File: src/axi_lite_pkg.sv
package axi_lite_pkg;

  // AXI4-Lite bus geometry
  localparam int REG_ADDR_W   = 7;                     // 32 words, byte addressed
  localparam int DATA_W       = 32;                    // Register and stream word
  localparam int STRB_W       = DATA_W / 8;            // Byte lanes

  // Register bank geometry
  localparam int REG_CNT      = 32;                    // Decoded words
  localparam int REG_IDX_W    = $clog2(REG_CNT);       // Word index bits
  localparam int REG_RW_LAST  = 15;                    // Last writable word
  localparam int REG_RW_IDX_W = $clog2(REG_RW_LAST + 1);

  // Control words
  localparam int REG_CTRL     = 0;                     // Bit 0 enables the output
  localparam int CTRL_OUT_EN  = 0;                     // Enable bit position
  localparam int REG_PKT_LEN  = 1;                     // Beats per packet, 0 is off

  // Read-only words
  localparam int REG_MIRROR_A     = 16;                // Copy of word 2
  localparam int REG_MIRROR_B     = 17;                // Copy of word 3
  localparam int REG_MIRROR_A_SRC = 2;
  localparam int REG_MIRROR_B_SRC = 3;
  localparam int REG_LEVEL        = 18;                // Buffer fill level
  localparam int REG_SENT         = 19;                // Output beat count

  // Response codes
  localparam logic [1:0] RESP_OKAY   = 2'b00;
  localparam logic [1:0] RESP_SLVERR = 2'b10;          // Write to a read-only word

endpackage

File: src/axi_stream_pkg.sv
package axi_stream_pkg;

  import axi_lite_pkg::*;                              // Shared data width

  // Beat buffer geometry
  localparam int BUF_DEPTH = 8;                        // Power of two, pointers wrap
  localparam int PTR_W     = $clog2(BUF_DEPTH);        // Read and write pointers
  localparam int LEVEL_W   = PTR_W + 1;                // Holds 0 to BUF_DEPTH

  // One stored stream beat, 37 bits
  typedef struct packed {
    logic [DATA_W-1:0] data;                           // TDATA
    logic [STRB_W-1:0] strb;                           // TSTRB
    logic              last;                           // TLAST as received
  } stream_beat_t;

endpackage

File: src/axi_lite_regs.sv
`timescale 1ns/10ps

module axi_lite_regs
  import axi_lite_pkg::*;
  import axi_stream_pkg::*;
(
  input  logic                  aclk,
  input  logic                  rst_n,
  // AXI4-Lite write address and data
  input  logic [REG_ADDR_W-1:0] s_axi_lite_awaddr,
  input  logic                  s_axi_lite_awvalid,
  output logic                  s_axi_lite_awready,
  input  logic [DATA_W-1:0]     s_axi_lite_wdata,
  input  logic [STRB_W-1:0]     s_axi_lite_wstrb,
  input  logic                  s_axi_lite_wvalid,
  output logic                  s_axi_lite_wready,
  // Write response
  output logic [1:0]            s_axi_lite_bresp,
  output logic                  s_axi_lite_bvalid,
  input  logic                  s_axi_lite_bready,
  // Read address and data
  input  logic [REG_ADDR_W-1:0] s_axi_lite_araddr,
  input  logic                  s_axi_lite_arvalid,
  output logic                  s_axi_lite_arready,
  output logic [DATA_W-1:0]     s_axi_lite_rdata,
  output logic [1:0]            s_axi_lite_rresp,
  output logic                  s_axi_lite_rvalid,
  input  logic                  s_axi_lite_rready,
  // Stream path status and control
  input  logic [LEVEL_W-1:0]    level,
  input  logic [DATA_W-1:0]     sent_count,
  output logic                  out_en,
  output logic [DATA_W-1:0]     pkt_len
);

  logic [DATA_W-1:0]    bank_q [0:REG_RW_LAST];        // Writable words 0 to 15
  logic                 awready_q;                     // Shared AW and W ready
  logic                 bvalid_q;
  logic [1:0]           bresp_q;
  logic                 arready_q;
  logic                 rvalid_q;
  logic [DATA_W-1:0]    rdata_q;                       // Held until rready
  logic [REG_IDX_W-1:0] wr_idx;
  logic [REG_IDX_W-1:0] rd_idx;
  logic                 wr_hs;
  logic                 rd_hs;
  logic                 wr_ok;
  logic [DATA_W-1:0]    rd_word;

  assign wr_idx = s_axi_lite_awaddr[REG_ADDR_W-1 -: REG_IDX_W];  // Drop byte offset
  assign rd_idx = s_axi_lite_araddr[REG_ADDR_W-1 -: REG_IDX_W];
  assign wr_hs  = s_axi_lite_awvalid && awready_q;    // AW and W taken together
  assign rd_hs  = s_axi_lite_arvalid && arready_q;
  assign wr_ok  = (wr_idx <= REG_IDX_W'(REG_RW_LAST)); // Read-only above 15

  assign s_axi_lite_awready = awready_q;
  assign s_axi_lite_wready  = awready_q;
  assign s_axi_lite_bvalid  = bvalid_q;
  assign s_axi_lite_bresp   = bresp_q;
  assign s_axi_lite_arready = arready_q;
  assign s_axi_lite_rvalid  = rvalid_q;
  assign s_axi_lite_rdata   = rdata_q;
  assign s_axi_lite_rresp   = RESP_OKAY;               // Every read succeeds

  assign out_en  = bank_q[REG_CTRL][CTRL_OUT_EN];
  assign pkt_len = bank_q[REG_PKT_LEN];

  // Write channel, one ready pulse then a held response
  always_ff @(posedge aclk or negedge rst_n) begin
    if (!rst_n) begin
      awready_q <= 1'b0;
      bvalid_q  <= 1'b0;
    end else begin
      awready_q <= !awready_q && !bvalid_q &&
                   s_axi_lite_awvalid && s_axi_lite_wvalid;  // Single-cycle pulse
      if (wr_hs) begin
        bvalid_q <= 1'b1;                              // Response next cycle
      end else if (bvalid_q && s_axi_lite_bready) begin
        bvalid_q <= 1'b0;
      end
    end
  end

  // Read channel
  always_ff @(posedge aclk or negedge rst_n) begin
    if (!rst_n) begin
      arready_q <= 1'b0;
      rvalid_q  <= 1'b0;
    end else begin
      arready_q <= !arready_q && !rvalid_q && s_axi_lite_arvalid;
      if (rd_hs) begin
        rvalid_q <= 1'b1;
      end else if (rvalid_q && s_axi_lite_rready) begin
        rvalid_q <= 1'b0;
      end
    end
  end

  // Response payloads
  always_ff @(posedge aclk) begin
    if (wr_hs) begin
      bresp_q <= wr_ok ? RESP_OKAY : RESP_SLVERR;
    end
    if (rd_hs) begin
      rdata_q <= rd_word;                              // Sampled at the AR handshake
    end
  end

  // Register bank with byte enables
  always_ff @(posedge aclk or negedge rst_n) begin
    if (!rst_n) begin
      for (int i = 0; i <= REG_RW_LAST; i++) begin
        bank_q[i] <= '0;
      end
    end else if (wr_hs && wr_ok) begin
      for (int b = 0; b < STRB_W; b++) begin
        if (s_axi_lite_wstrb[b]) begin
          bank_q[wr_idx[REG_RW_IDX_W-1:0]][8*b +: 8] <= s_axi_lite_wdata[8*b +: 8];
        end
      end
    end
  end

  // Read mux over bank, mirrors and status
  always_comb begin
    rd_word = '0;                                      // Words 20 to 31 read zero
    if (rd_idx <= REG_IDX_W'(REG_RW_LAST)) begin
      rd_word = bank_q[rd_idx[REG_RW_IDX_W-1:0]];
    end else begin
      case (rd_idx)
        REG_IDX_W'(REG_MIRROR_A): rd_word = bank_q[REG_MIRROR_A_SRC];
        REG_IDX_W'(REG_MIRROR_B): rd_word = bank_q[REG_MIRROR_B_SRC];
        REG_IDX_W'(REG_LEVEL):    rd_word = DATA_W'(level);  // Zero extended
        REG_IDX_W'(REG_SENT):     rd_word = sent_count;
        default:                  rd_word = '0;
      endcase
    end
  end

endmodule

File: src/axi_stream_buf.sv
`timescale 1ns/10ps

module axi_stream_buf
  import axi_lite_pkg::*;
  import axi_stream_pkg::*;
(
  input  logic               aclk,
  input  logic               rst_n,
  // AXI4-Stream slave
  input  logic [DATA_W-1:0]  s_axi_stream_tdata,
  input  logic [STRB_W-1:0]  s_axi_stream_tstrb,
  input  logic               s_axi_stream_tlast,
  input  logic               s_axi_stream_tvalid,
  output logic               s_axi_stream_tready,
  // Toward the stream master
  input  logic               buf_re,               // Pop the head beat
  output stream_beat_t       buf_data,             // Head beat
  output logic [LEVEL_W-1:0] level
);

  stream_beat_t       mem_q [0:BUF_DEPTH-1];       // Beat storage
  logic [PTR_W-1:0]   wr_ptr_q;
  logic [PTR_W-1:0]   rd_ptr_q;
  logic [LEVEL_W-1:0] level_q;                     // Fill counter
  logic               full;
  logic               empty;
  logic               push;
  logic               pop;

  assign full  = (level_q == LEVEL_W'(BUF_DEPTH));
  assign empty = (level_q == '0);
  assign push  = s_axi_stream_tvalid && !full;     // Beat accepted this cycle
  assign pop   = buf_re && !empty;                 // Never pops an empty buffer

  assign s_axi_stream_tready = !full;              // Back-pressure when full
  assign level               = level_q;
  assign buf_data            = empty ? stream_beat_t'('0) : mem_q[rd_ptr_q];

  // Storage write
  always_ff @(posedge aclk) begin
    if (push) begin
      mem_q[wr_ptr_q] <= '{data: s_axi_stream_tdata,
                           strb: s_axi_stream_tstrb,
                           last: s_axi_stream_tlast};
    end
  end

  // Pointers and fill level, push and pop may coincide
  always_ff @(posedge aclk or negedge rst_n) begin
    if (!rst_n) begin
      wr_ptr_q <= '0;
      rd_ptr_q <= '0;
      level_q  <= '0;
    end else begin
      if (push) begin
        wr_ptr_q <= wr_ptr_q + 1'b1;               // Wraps at BUF_DEPTH
      end
      if (pop) begin
        rd_ptr_q <= rd_ptr_q + 1'b1;
      end
      case ({push, pop})
        2'b10:   level_q <= level_q + 1'b1;
        2'b01:   level_q <= level_q - 1'b1;
        default: level_q <= level_q;               // Both or neither
      endcase
    end
  end

endmodule

File: src/axi_stream_out.sv
`timescale 1ns/10ps

module axi_stream_out
  import axi_lite_pkg::*;
  import axi_stream_pkg::*;
(
  input  logic               aclk,
  input  logic               rst_n,
  // Buffer side
  input  stream_beat_t       buf_data,             // Head beat
  input  logic [LEVEL_W-1:0] level,
  output logic               buf_re,               // One pulse per output beat
  // Register side
  input  logic               out_en,
  input  logic [DATA_W-1:0]  pkt_len,
  output logic [DATA_W-1:0]  sent_count,
  // AXI4-Stream master
  output logic [DATA_W-1:0]  m_axi_stream_tdata,
  output logic [STRB_W-1:0]  m_axi_stream_tstrb,
  output logic               m_axi_stream_tlast,
  output logic               m_axi_stream_tvalid,
  input  logic               m_axi_stream_tready
);

  logic [DATA_W-1:0] pkt_cnt_q;                    // Beats sent in current packet
  logic [DATA_W-1:0] sent_q;                       // All handshakes, wraps
  logic              hold_q;                       // Beat offered but not taken
  logic              have_beat;
  logic              hs;
  logic              pkt_end;

  assign have_beat = (level != '0);
  // A stalled beat stays valid even if out_en drops meanwhile
  assign m_axi_stream_tvalid = (out_en || hold_q) && have_beat;
  assign hs                  = m_axi_stream_tvalid && m_axi_stream_tready;
  assign buf_re              = hs;                 // Pop exactly on the handshake

  assign pkt_end = (pkt_len != '0) && (pkt_cnt_q + 1'b1 == pkt_len);  // Forced framing

  assign m_axi_stream_tdata = buf_data.data;       // Straight from buffer head
  assign m_axi_stream_tstrb = buf_data.strb;
  assign m_axi_stream_tlast = buf_data.last || pkt_end;
  assign sent_count         = sent_q;

  always_ff @(posedge aclk or negedge rst_n) begin
    if (!rst_n) begin
      pkt_cnt_q <= '0;
      sent_q    <= '0;
      hold_q    <= 1'b0;
    end else begin
      hold_q <= m_axi_stream_tvalid && !m_axi_stream_tready;
      if (hs) begin
        sent_q <= sent_q + 1'b1;
        if (m_axi_stream_tlast) begin
          pkt_cnt_q <= '0;                         // Any tlast restarts the count
        end else begin
          pkt_cnt_q <= pkt_cnt_q + 1'b1;
        end
      end
    end
  end

endmodule

File: src/axi_top.sv
`timescale 1ns/10ps

module axi_top
  import axi_lite_pkg::*;
  import axi_stream_pkg::*;
(
  input  logic                  aclk,
  input  logic                  rst_n,
  // AXI4-Lite slave
  input  logic [REG_ADDR_W-1:0] s_axi_lite_awaddr,
  input  logic                  s_axi_lite_awvalid,
  output logic                  s_axi_lite_awready,
  input  logic [DATA_W-1:0]     s_axi_lite_wdata,
  input  logic [STRB_W-1:0]     s_axi_lite_wstrb,
  input  logic                  s_axi_lite_wvalid,
  output logic                  s_axi_lite_wready,
  output logic [1:0]            s_axi_lite_bresp,
  output logic                  s_axi_lite_bvalid,
  input  logic                  s_axi_lite_bready,
  input  logic [REG_ADDR_W-1:0] s_axi_lite_araddr,
  input  logic                  s_axi_lite_arvalid,
  output logic                  s_axi_lite_arready,
  output logic [DATA_W-1:0]     s_axi_lite_rdata,
  output logic [1:0]            s_axi_lite_rresp,
  output logic                  s_axi_lite_rvalid,
  input  logic                  s_axi_lite_rready,
  // AXI4-Stream slave
  input  logic [DATA_W-1:0]     s_axi_stream_tdata,
  input  logic [STRB_W-1:0]     s_axi_stream_tstrb,
  input  logic                  s_axi_stream_tlast,
  input  logic                  s_axi_stream_tvalid,
  output logic                  s_axi_stream_tready,
  // AXI4-Stream master
  output logic [DATA_W-1:0]     m_axi_stream_tdata,
  output logic [STRB_W-1:0]     m_axi_stream_tstrb,
  output logic                  m_axi_stream_tlast,
  output logic                  m_axi_stream_tvalid,
  input  logic                  m_axi_stream_tready
);

  stream_beat_t       buf_data;                    // Buffer head to master
  logic [LEVEL_W-1:0] level;                       // Fill level, also a status word
  logic               buf_re;
  logic               out_en;
  logic [DATA_W-1:0]  pkt_len;
  logic [DATA_W-1:0]  sent_count;

  axi_lite_regs regs_inst (
    .aclk               (aclk),
    .rst_n              (rst_n),
    .s_axi_lite_awaddr  (s_axi_lite_awaddr),
    .s_axi_lite_awvalid (s_axi_lite_awvalid),
    .s_axi_lite_awready (s_axi_lite_awready),
    .s_axi_lite_wdata   (s_axi_lite_wdata),
    .s_axi_lite_wstrb   (s_axi_lite_wstrb),
    .s_axi_lite_wvalid  (s_axi_lite_wvalid),
    .s_axi_lite_wready  (s_axi_lite_wready),
    .s_axi_lite_bresp   (s_axi_lite_bresp),
    .s_axi_lite_bvalid  (s_axi_lite_bvalid),
    .s_axi_lite_bready  (s_axi_lite_bready),
    .s_axi_lite_araddr  (s_axi_lite_araddr),
    .s_axi_lite_arvalid (s_axi_lite_arvalid),
    .s_axi_lite_arready (s_axi_lite_arready),
    .s_axi_lite_rdata   (s_axi_lite_rdata),
    .s_axi_lite_rresp   (s_axi_lite_rresp),
    .s_axi_lite_rvalid  (s_axi_lite_rvalid),
    .s_axi_lite_rready  (s_axi_lite_rready),
    .level              (level),
    .sent_count         (sent_count),
    .out_en             (out_en),
    .pkt_len            (pkt_len)
  );

  axi_stream_buf buf_inst (
    .aclk                (aclk),
    .rst_n               (rst_n),
    .s_axi_stream_tdata  (s_axi_stream_tdata),
    .s_axi_stream_tstrb  (s_axi_stream_tstrb),
    .s_axi_stream_tlast  (s_axi_stream_tlast),
    .s_axi_stream_tvalid (s_axi_stream_tvalid),
    .s_axi_stream_tready (s_axi_stream_tready),
    .buf_re              (buf_re),
    .buf_data            (buf_data),
    .level               (level)
  );

  axi_stream_out out_inst (
    .aclk                (aclk),
    .rst_n               (rst_n),
    .buf_data            (buf_data),
    .level               (level),
    .buf_re              (buf_re),
    .out_en              (out_en),
    .pkt_len             (pkt_len),
    .sent_count          (sent_count),
    .m_axi_stream_tdata  (m_axi_stream_tdata),
    .m_axi_stream_tstrb  (m_axi_stream_tstrb),
    .m_axi_stream_tlast  (m_axi_stream_tlast),
    .m_axi_stream_tvalid (m_axi_stream_tvalid),
    .m_axi_stream_tready (m_axi_stream_tready)
  );

endmodule

File: config.mk
export PLATFORM = sky130hd
export DESIGN_NAME = axi_top
export DESIGN_NICKNAME = d
export VERILOG_FILES = /design/src/axi_lite_pkg.sv /design/src/axi_stream_pkg.sv /design/src/axi_lite_regs.sv /design/src/axi_stream_buf.sv /design/src/axi_stream_out.sv /design/src/axi_top.sv
export SDC_FILE = /design/constraint.sdc
export NUM_CORES = 1
export LEC_CHECK = 0
export BUFFER_PORTS_ARGS = -buffer_cell sky130_fd_sc_hd__buf_2
export CAP_MARGIN = 20
export CORE_MARGIN = 5
export CORE_UTILIZATION = 50
export CTS_CLUSTER_SIZE = 28
export DETAILED_ROUTE_END_ITERATION = 12
export GPL_ROUTABILITY_DRIVEN = 0
export PLACE_DENSITY = 0.67
export SLEW_MARGIN = 20
export SYNTH_ARGS = -nofsm -noshare
export SYNTH_HDL_FRONTEND = slang
export SYNTH_SLANG_ARGS = --single-unit
File: constraint.sdc
create_clock -name aclk -period 7.1 [get_ports aclk]
set_clock_uncertainty 0.05 [all_clocks]
set_input_delay 1.42 -clock aclk [delete_from_list [all_inputs] [get_ports aclk]]
set_output_delay 1.42 -clock aclk [all_outputs]
set_load 0.01 [all_outputs]
### Word-level counts from Yosys, hierarchy flattened

Memory sizes are Yosys's and may differ from the RTL's.
Index checks and enable logic that the tools add are counted.

| storage, ports and cells | value |
|---|---|
| bits in writable memories | 296 |
| output and inout bits | 80 |
| memories kept | 1 |
| register bits | 625 |

Memory list:

| name | words | bits a word | rd ports | clocked after Yosys merged registers in | wr ports | RTL line | RTL |
|---|---|---|---|---|---|---|---|
| buf_inst.mem_q | 8 | 37 | 1 | 0 | 1 | axi_stream_buf.sv:21 | `stream_beat_t mem_q [0:BUF_DEPTH-1];` |

| cells by class | value |
|---|---|
| $add $sub $neg | 6 |
| reductions and logical operators | 32 |
| mux-type cells | 34 |
| equality and inequality tests | 8 |
| magnitude comparators | 5 |
| bitwise gates (word level) | 2 |

Operator list:

| cell | number |
|---|---|
| $mux W512 | 7 |
| $bwmux W512 | 4 |
| $demux W32 S4 | 4 |
| $mux W32 | 5 |
| $bmux W32 S4 | 1 |
| $pmux W32 S4 | 1 |
| $add A32 B1 Y32 const B | 2 |
| $mux W37 | 1 |
| $eq A32 B32 Y1 | 1 |
| $reduce_bool A32 Y1 | 1 |
| $mux W24 | 1 |
| $eq A5 B5 Y1 const B | 4 |
| $logic_and A1 B1 Y1 | 17 |
| $mux W16 | 1 |
| $ge A5 B5 Y1 const B | 2 |
| $le A5 B4 Y1 const B | 2 |
| $not A4 Y5 | 2 |
| $mux W8 | 1 |
| $pmux W4 S2 | 1 |
| $logic_not A1 Y1 | 7 |
| $add A3 B1 Y3 const B | 2 |
| $mux W1 | 6 |
| $reduce_bool A2 Y1 | 3 |
| $lt A5 B1 Y1 const B | 1 |
| 9 further kinds | 10 |

### Logic depth before layout (Yosys ltp)

Gate-level depths: netlist (run 1).

| logic depth | value |
|---|---|
| depth after elaboration | 16 |
| depth in mapped cells | 12 |

### Hierarchy

Synthesis (run 1) repeated with hierarchy kept, for this count alone.

| unflattened totals | value |
|---|---|
| cell total of the unflattened synthesis | 2791 |
| area total of the unflattened synthesis | 41951.5 um^2 |

By module, submodules not included:

| module | instances | cells each | area an instance (um^2) | seq. area each (um^2) |
|---|---|---|---|---|
| axi_lite_regs | 1 | 1725 | 25567.0 | 13903.3 |
| axi_stream_buf | 1 | 524 | 11817.6 | 9138.8 |
| axi_stream_out | 1 | 542 | 4566.9 | 1626.6 |

### Worst setup path after synthesis (run 1)

OpenSTA, ideal clock, no wires.

| timing | value |
|---|---|
| kind | input to register |
| from | input port s_axi_stream_tvalid |
| to | memory buf_inst.mem_q[0][0] in the netlist's numbering (enable) |
| path slack | 2.203 ns |
| library setup time | 0.477 ns |
| data required time | 6.573 ns |
| arrival time | 4.370 ns |
| stages on the path | 3 |
| path through | nand2_1 -> or2_2 -> nor3_1 |

| on the way | value |
|---|---|
| word-level cells in the longest chain between the ends | 3 |

Ends and longest elaborated chain:

| element | RTL line | RTL |
|---|---|---|
| start: declaration | axi_top.sv:31 | `input logic s_axi_stream_tvalid,` |
| $logic_and A1 B1 Y1 | axi_stream_buf.sv:32 | `assign push = s_axi_stream_tvalid && !full;` |
| $mux W1 | axi_stream_buf.sv:41 | `if (push) begin` |
| $mux W1 (implied by the code) | axi_stream_buf.sv:42 | `mem_q[wr_ptr_q] <= '{data: s_axi_stream_tdata,` |
| end: declaration | axi_stream_buf.sv:21 |  |

No other way between the ends.

### Worst setup path in the final report (run 1)

| timing | value |
|---|---|
| from | register out_inst.pkt_cnt_q[0] |
| to | output port m_axi_stream_tlast |

| on the way | value |
|---|---|
| word-level cells in the longest chain between the ends | 4 |

Ends and longest elaborated chain:

| element | RTL line | RTL |
|---|---|---|
| start: declaration | axi_stream_out.sv:25 | `logic [DATA_W-1:0] pkt_cnt_q;` |
| start signal: assignment | axi_stream_out.sv:57 | `pkt_cnt_q <= pkt_cnt_q + 1'b1;` |
| $add A32 B1 Y32 | axi_stream_out.sv:38 | `assign pkt_end = (pkt_len != '0) && (pkt_cnt_q + 1'b1 == pkt_len);` |
| $eq A32 B32 Y1 | axi_stream_out.sv:38 |  |
| $logic_and A1 B1 Y1 | axi_stream_out.sv:38 |  |
| $logic_or A1 B1 Y1 | axi_stream_out.sv:42 | `assign m_axi_stream_tlast = buf_data.last \|\| pkt_end;` |
| end: declaration | axi_top.sv:36 | `output logic m_axi_stream_tlast,` |

No other way between the ends.

==> results of run 1 <==
## final timing paths
| path | endpoint | slack, ps | cells after the start |
|---|---|---|---|
| worst max-delay path | m_axi_stream_tlast | 1000 | 9 |
| worst min-delay path | regs_inst.s_axi_lite_arready$_DFF_PN0_ | 400 | 1 |
| worst max register to register | out_inst.pkt_cnt_q[9]$_DFFE_PN0N_ | 3020 | 9 |
| worst min register to register | regs_inst.s_axi_lite_arready$_DFF_PN0_ | 400 | 1 |
| max in group asynchronous | regs_inst.bank_q[232]$_DFFE_PN0P_ | 4700 | 2 |
| min in group asynchronous | regs_inst.bank_q[413]$_DFFE_PN0P_ | 780 | 1 |
## per-stage QoR
stage	cell area, sq um	util, %	hold WS (ps)
final	46500	57.0	403
after detailed placement	43000	52.6	392
after CTS	46500	56.9	400
after global placement	43000	52.6	379
after floorplan	41000	-	395
after global routing	46500	57.0	441
## synth_stat cells, drive strengths merged (7+ instances only)
cell type / instances
dfrtp: 591
mux2: 518
edfxtp: 329
mux4: 202
nor2: 123
clkbuf: 122
nand2: 118
a21oi: 91
mux2i: 73
xnor2: 66
inv: 46
buf: 38
xor2: 35
o22ai: 32
nor2b: 31
nand3: 30
a211oi: 29
nand4: 27
nor4: 26
nor3: 21
o21ai: 19
and2: 14
or2: 10
and3: 9
nand2b: 9
and4: 8
ha: 7
## cell families after synthesis
logic type,after synthesis
DFF,920
muxes,793
and+or+nand+nor,442
buffers and inverters,206
AOI/OAI and AO/OA,204
xor gates and xnor gates,101
adders and majority gates,8
other,1
## layout make-up
type | count | area share, %
well taps | 1070 | 2.88
clock buffers | 129 | 5.73
inverters | 46 | 0.371
multi-input cells | 1551 | 33.5
clock inverters | 52 | 1.90
repair buffers | 207 | 2.58
diodes | 6 | 0.0323
flip-flops and latches | 920 | 53.0
## worst register-to-register path, stage by stage (launching register included)
cell and delay [ps]:
dfrtp_1 470, ha_1 260, nand4_1 440, or4_1 680, nor4_1 480, xnor2_1 180
nand4_1 160, nor4_4 440, a21o_2 580, o21ai_0 190
## placed cells by master (no fill, tap or decap), types with 7 or more instances in the layout
cell and instances:
nor3_1 19, and2_1 13, nand2_1 118, clkinv_16 7, nor2b_1 31, xor2_1 35, xnor2_1 66, clkinv_2 17
mux2i_1 73, edfxtp_1 329, ha_1 7, a21oi_1 91, clkbuf_1 19, clkbuf_16 96, mux4_2 202, a211oi_1 29
dfrtp_1 588, buf_4 35, nor4_1 24, mux2_2 518, nand3_1 30, nand4_1 25, o22ai_1 32, nand2b_1 9
or2_2 10, clkinv_1 7, and4_1 8, nor2_1 116, inv_1 46, o21ai_0 19, and3_1 9, bufinv_16 18
clkbuf_8 14, buf_2 165
## per-layer routing
layer / wire (um) / part of all wire [%]
met5: 65 / 0.067
met4: 2420 / 2.5
met3: 4710 / 4.9
met2: 47400 / 49
met1: 42500 / 44
## power groups by stage
| stage | Combinational, W | Clock, W | Sequential [W] |
|---|---|---|---|
| after CTS | 0.00207 | 0.00558 | 0.00621 |
| after global routing | 0.00220 | 0.00581 | 0.00625 |
| after floorplan | 0.00139 | 0 | 0.00616 |
| after detailed placement | 0.00205 | 0 | 0.00630 |
| after global placement | 0.00201 | 0 | 0.00627 |
| final | 0.00202 | 0.00548 | 0.00620 |
## flip-flops by register name, summed over array words and instances, names as in the netlist, 3 cells and up
signal and flops:
out_inst.pkt_cnt_q 32, regs_inst.bank_q 479, buf_inst.level 4, out_inst.sent_count 32, buf_inst.wr_ptr_q 3, regs_inst.pkt_len 32
buf_inst.mem_q 296, buf_inst.rd_ptr_q 3, regs_inst.s_axi_lite_rdata 32
==> reports/qor.yml, run 1 <==
setup-violations-final: 0
crit_family: "simple AND/OR/NAND/NOR gates"
p_sw_w: 0.00355
clockPowerShare_pct: 40.0
status: "completed"
arrival_ps: 4630
finalHoldViolations: 0
synth_mux_area_share_pct: 27.1
ir_drop_mv: 0.283
crit_buf_inv: 1
antenna_found_initial: 12
hp-class: "reg -> reg"
grt_use_met2_pct: 35.9
grt_overflow: 0
cpMostUsedCell: "nand4_1"
drive_gt1_share_pct: 38.3
criticalPathCategory: "reg -> out"
clkLatencyLatePin_ps: 680
swShare_pct: 25.9
port_buffers: 168
grtUsageMet3_pct: 3.89
dr.pass1.iters: 5
placementRows: 105
drv_slew: 0
wirelength_um: 97100
cts_resized: 0
cp_slowest_cell: "or4_1"
h-tree-depth: 3
cp_max_fo: 24
cts_made_buffers: 96
end_kind: "primary output"
cts.clk_slew.worst_paths_ps: 60
holdCritStartpoint: "regs_inst.s_axi_lite_arready$_DFF_PN0_"
grt_usage_pct: 22.2
area.growth.synth_to_final_pct: 13.5
combPwrFrac_pct: 14.8
setup_ws_ps: 1000
post_cts_buffers: 0
p_leak_nw: 19.8
ys_seq_area_share_pct: 60.2
cp-startpoint: "out_inst.pkt_cnt_q[0]$_DFFE_PN0N_"
wl_per_cell_um: 24.4
grt_pass1_wl_um: 151000
grt_pass1_vias: 25220
critical_path.cell_chain: "ha_1 > nand4_1 > or4_1 > nor4_1 > xnor2_1 > nand4_1 > nor4_4 > a21o_2 > buf_2"
fill_cells: 6294
cts.path.max_buffers: 3
clock_sinks: 920
drt-initial-drc-count: 1854
syn_area_sq_mm: 0.0410
die_height_um: 296
start_kind: "flop"
pwr_density_cell_mw_per_mm2: 294
multi_input_area_sq_mm: 0.0156
synth_top_family_by_area: "multiplexers"
dp_slack_ps: 1720
avgSynthCellArea_sq_um: 15.3
ys_ff_latch: 920
register_area_sq_mm: 0.0247
maxCapViolations: 0
cts_root_buffer: "clkbuf_16"
synthAdderAreaFrac_pct: 0.262
core_sq_mm: 0.0817
avgViaCountPerCell: 5.97
synth_async_sr_flop_share_pct: 64.2
hpwl_um: 61500
final_net_count: 2926
critical_path_required_ps: 5630
grt_start_max_net_pins: 178
cpPeakStageDelay_ps: 680
postRouteAntennaNets: 0
synth_compound_area_share_pct: 3.02
synthDominantCellAreaShare_pct: 36.1
hold_buffers: 0
synth_warnings: 0
fin_cells: 3981
syn_inst: 2675
r2r-start: "out_inst.pkt_cnt_q[0]$_DFFE_PN0N_"
post-route-period-util_pct: 85.9
seqPwrFrac_pct: 45.2
synth_edf_count: 329
yosys_most_used_dff: "dfrtp_1"
synth_area_leaders: "dfrtp_1, edfxtp_1, mux2_2"
synth_top_area_cell: "dfrtp_1"
drc: 0
synth-xor-area-share_pct: 2.16
period_minus_slack_ps: 6100
place_inst: 3794
io_pins: 176
rsz0062_at_grt: "no"
p_int_w: 0.0102
fin_setup_tns_ps: 0
yosysUniqueCellTypes: 58
power_w: 0.0137
grtUsageMet1_pct: 31.6
grt.busiest_layer: "met2"
cts_tree: "done"
slew_headroom_pct: 26.4
start_util_pct: 50.2
die_area_sq_mm: 0.0878
worstMarginPinSlew_ps: 1100
die_w_um: 296
synth-simple-area-share_pct: 5.30
max_freq_ghz: 0.164
via_count: 23756
(Power assumes the default switching activity.)
==> run 2: changes to the inputs <==
Clock period 7.1 ns to 5.94 ns, I/O delays scaled along.
==> run 2 against run 1 <==
Effect of this change: power grew 16%; via count is essentially flat; cell area shrank 0.48%; register-to-register slack lost 910 ps; wire length shrank 0.49%; count of clock-buffer cells in the layout grew 12; hold slack gained 4.2 ps; final cell count is essentially flat; largest cell class unchanged.
==> reports/qor.yml, run 2 (synthesis gave the netlist of run 1 again) <==
io_pins: 176  # unchanged
via_count: 23779  # +0.097%
end_kind: "primary output"
slew_headroom_pct: 27.2  # +0.74 points
cts_made_buffers: 98  # +2.1%
fill_cells: 6362  # +1.1%
clkLatencyLatePin_ps: 680  # about the same
grt_start_max_net_pins: 167  # -6.2%
start_util_pct: 50.2  # unchanged
cts_root_buffer: "clkbuf_16"
holdWs_ps: 407  # +4.22 ps
hold_buffers: 0  # unchanged
die_height_um: 296  # unchanged
ir_drop_mv: 0.293  # +3.6%
cts.path.max_buffers: 3  # unchanged
hpwl_um: 61800  # +0.42%
setup-violations-final: 0  # unchanged
dr.pass1.iters: 5  # unchanged
fin_setup_tns_ps: 0  # unchanged
cts_tree: "done"
ff2ff_path_depth: 9  # unchanged
drive_gt1_share_pct: 37.7  # -0.53 points
critical_path_required_ps: 4700  # -930 ps
die_area_sq_mm: 0.0878  # unchanged
cts_resized: 0  # unchanged
grt_pass1_vias: 24963  # -1.0%
clock_sinks: 920  # unchanged
rsz0062_at_grt: "no"
final_cell_mix: "dfrtp_1, mux2_2, edfxtp_1, mux4_2, buf_2"
critical_path.cell_chain: "nand3_1 > or3_1 > a2111oi_0 > and4b_1 > nand4_1 > nor4_4 > a21o_2 > buf_2"
min_to: "regs_inst.s_axi_lite_arready$_DFF_PN0_"
mostFrequentLayoutCell: "dfrtp_1"
status: "completed"
core_sq_mm: 0.0817  # unchanged
cp_slowest_cell: "or3_1"
avgViaCountPerCell: 5.97  # about the same
drc: 0  # unchanged
post_cts_buffers: 0  # unchanged
period_minus_slack_ps: 5280
postRouteAntennaNets: 0  # unchanged
cpPeakStageDelay_ps: 560  # -120 ps
pwr_density_cell_mw_per_mm2: 344  # +17%
wirelength_um: 96600  # -0.49%
largest_reg_flops: 479  # unchanged
r2r_end: "out_inst.pkt_cnt_q[18]$_DFFE_PN0N_"
regMostFlops: "regs_inst.bank_q"
finalHoldViolations: 0  # unchanged
drt-initial-drc-count: 1659  # -11%
hp-class: "reg -> reg"
grt_overflow: 0  # unchanged
wl_per_cell_um: 24.3  # -0.56%
maxCapViolations: 0  # unchanged
reg.largest.list: "regs_inst.bank_q: 479 flops, buf_inst.mem_q: 296 flops"
r2r-start: "out_inst.pkt_cnt_q[4]$_DFFE_PN0N_"
criticalPathCategory: "reg -> out"
placementRows: 105  # unchanged
post-route-period-util_pct: 89.0
final_net_count: 2931  # +0.17%
drv_slew: 0  # unchanged
holdCritStartpoint: "regs_inst.s_axi_lite_arready$_DFF_PN0_"
max_freq_ghz: 0.189
worstMarginPinSlew_ps: 1090  # -2.69 ps
start_kind: "flop"
port_buffers: 168  # unchanged
grt_pass1_wl_um: 150000  # -0.68%
h-tree-depth: 3  # unchanged
worst-r2r-setup-slack_ps: 2110  # -910 ps
arrival_ps: 4050  # -580 ps
area.growth.synth_to_final_pct: 13.0
grt_usage_pct: 22.1  # -0.13 points
cts.clk_slew.worst_paths_ps: 60  # about the same
antenna_found_initial: 13  # +1
die_w_um: 296  # unchanged
hold_depth: 1  # unchanged
cp_max_fo: 16  # -33%
p_leak_nw: 19.7  # -0.56%
[run 2: changes by cell type in the layout (fill, tap and decap cells not counted), moves of 3 or more]
cell / delta
clkbuf_1: +12
bufinv_16: -11
buf_12: +5
clkinv_1: +5
clkinv_2: -4
clkinv_16: -3
[run 2: worst max path at each step]
stage / start / end / slack [ps] / depth (start not counted)
after floorplan: s_axi_stream_tvalid / buf_inst.mem_q[0][0]$_DFFE_PP_ / 1270 / 3
after global placement: out_inst.pkt_cnt_q[4]$_DFFE_PN0N_ / m_axi_stream_tlast / 1400 / 8
after detailed placement: out_inst.pkt_cnt_q[0]$_DFFE_PN0N_ / m_axi_stream_tlast / 1380 / 8
after CTS: out_inst.pkt_cnt_q[4]$_DFFE_PN0N_ / m_axi_stream_tlast / 650 / 8
after global routing: out_inst.pkt_cnt_q[4]$_DFFE_PN0N_ / m_axi_stream_tlast / 350 / 8
final: out_inst.pkt_cnt_q[4]$_DFFE_PN0N_ / m_axi_stream_tlast / 660 / 8
[run 2: where the power goes]
part	internal, W	leakage (nW)	switching, W
sequential	0.00709	11.2	0.000301
combinational	0.00108	6.94	0.00135
clock	0.00354	1.58	0.00256
[run 2: metrics by stage]
step | area, sq um | instances | util (%) | worst slack, ps | total power, W
floorplan | 41000 | 2677 | - | 1270 | 0.00903
global placement | 43100 | 3796 | 52.7 | 1400 | 0.00992
detailed placement | 43100 | 3796 | 52.7 | 1380 | 0.0100
CTS | 46300 | 3978 | 56.7 | 646 | 0.0161
global route | 46300 | 3983 | 56.7 | 351 | 0.0166
finish | 46300 | 3984 | 56.7 | 656 | 0.0159
[run 2: critical path, delay by kind of cell (launching register included)]
kind                   cells  cell delay [ps]
AND/OR/NAND/NOR            5             1960
AO/OA/AOI/OAI              2              740
flip-flops                 1              490
buffers and inverters      1              170
[run 2: per-layer routing]
layer / vias up / GRT usage (%) / wire [um]
li1: 10400 / - / -
met1: 12596 / 30.9 / 41600
met2: 595 / 36.2 / 47400
met3: 174 / 3.91 / 4860
met4: 14 / 6.26 / 2580
met5: - / 0 / 108
[run 2: final cells by class]
cell class / instances / area (sq um) / area share, %
antenna: 5 / 12.5 / 0.0270
clock buffer: 141 / 2730 / 5.90
clock inverter: 41 / 515 / 1.11
inverter: 46 / 173 / 0.373
multi-input combinational: 1551 / 15600 / 33.7
sequential: 920 / 24700 / 53.3
tap: 1070 / 1340 / 2.89
timing repair buffer: 210 / 1280 / 2.77
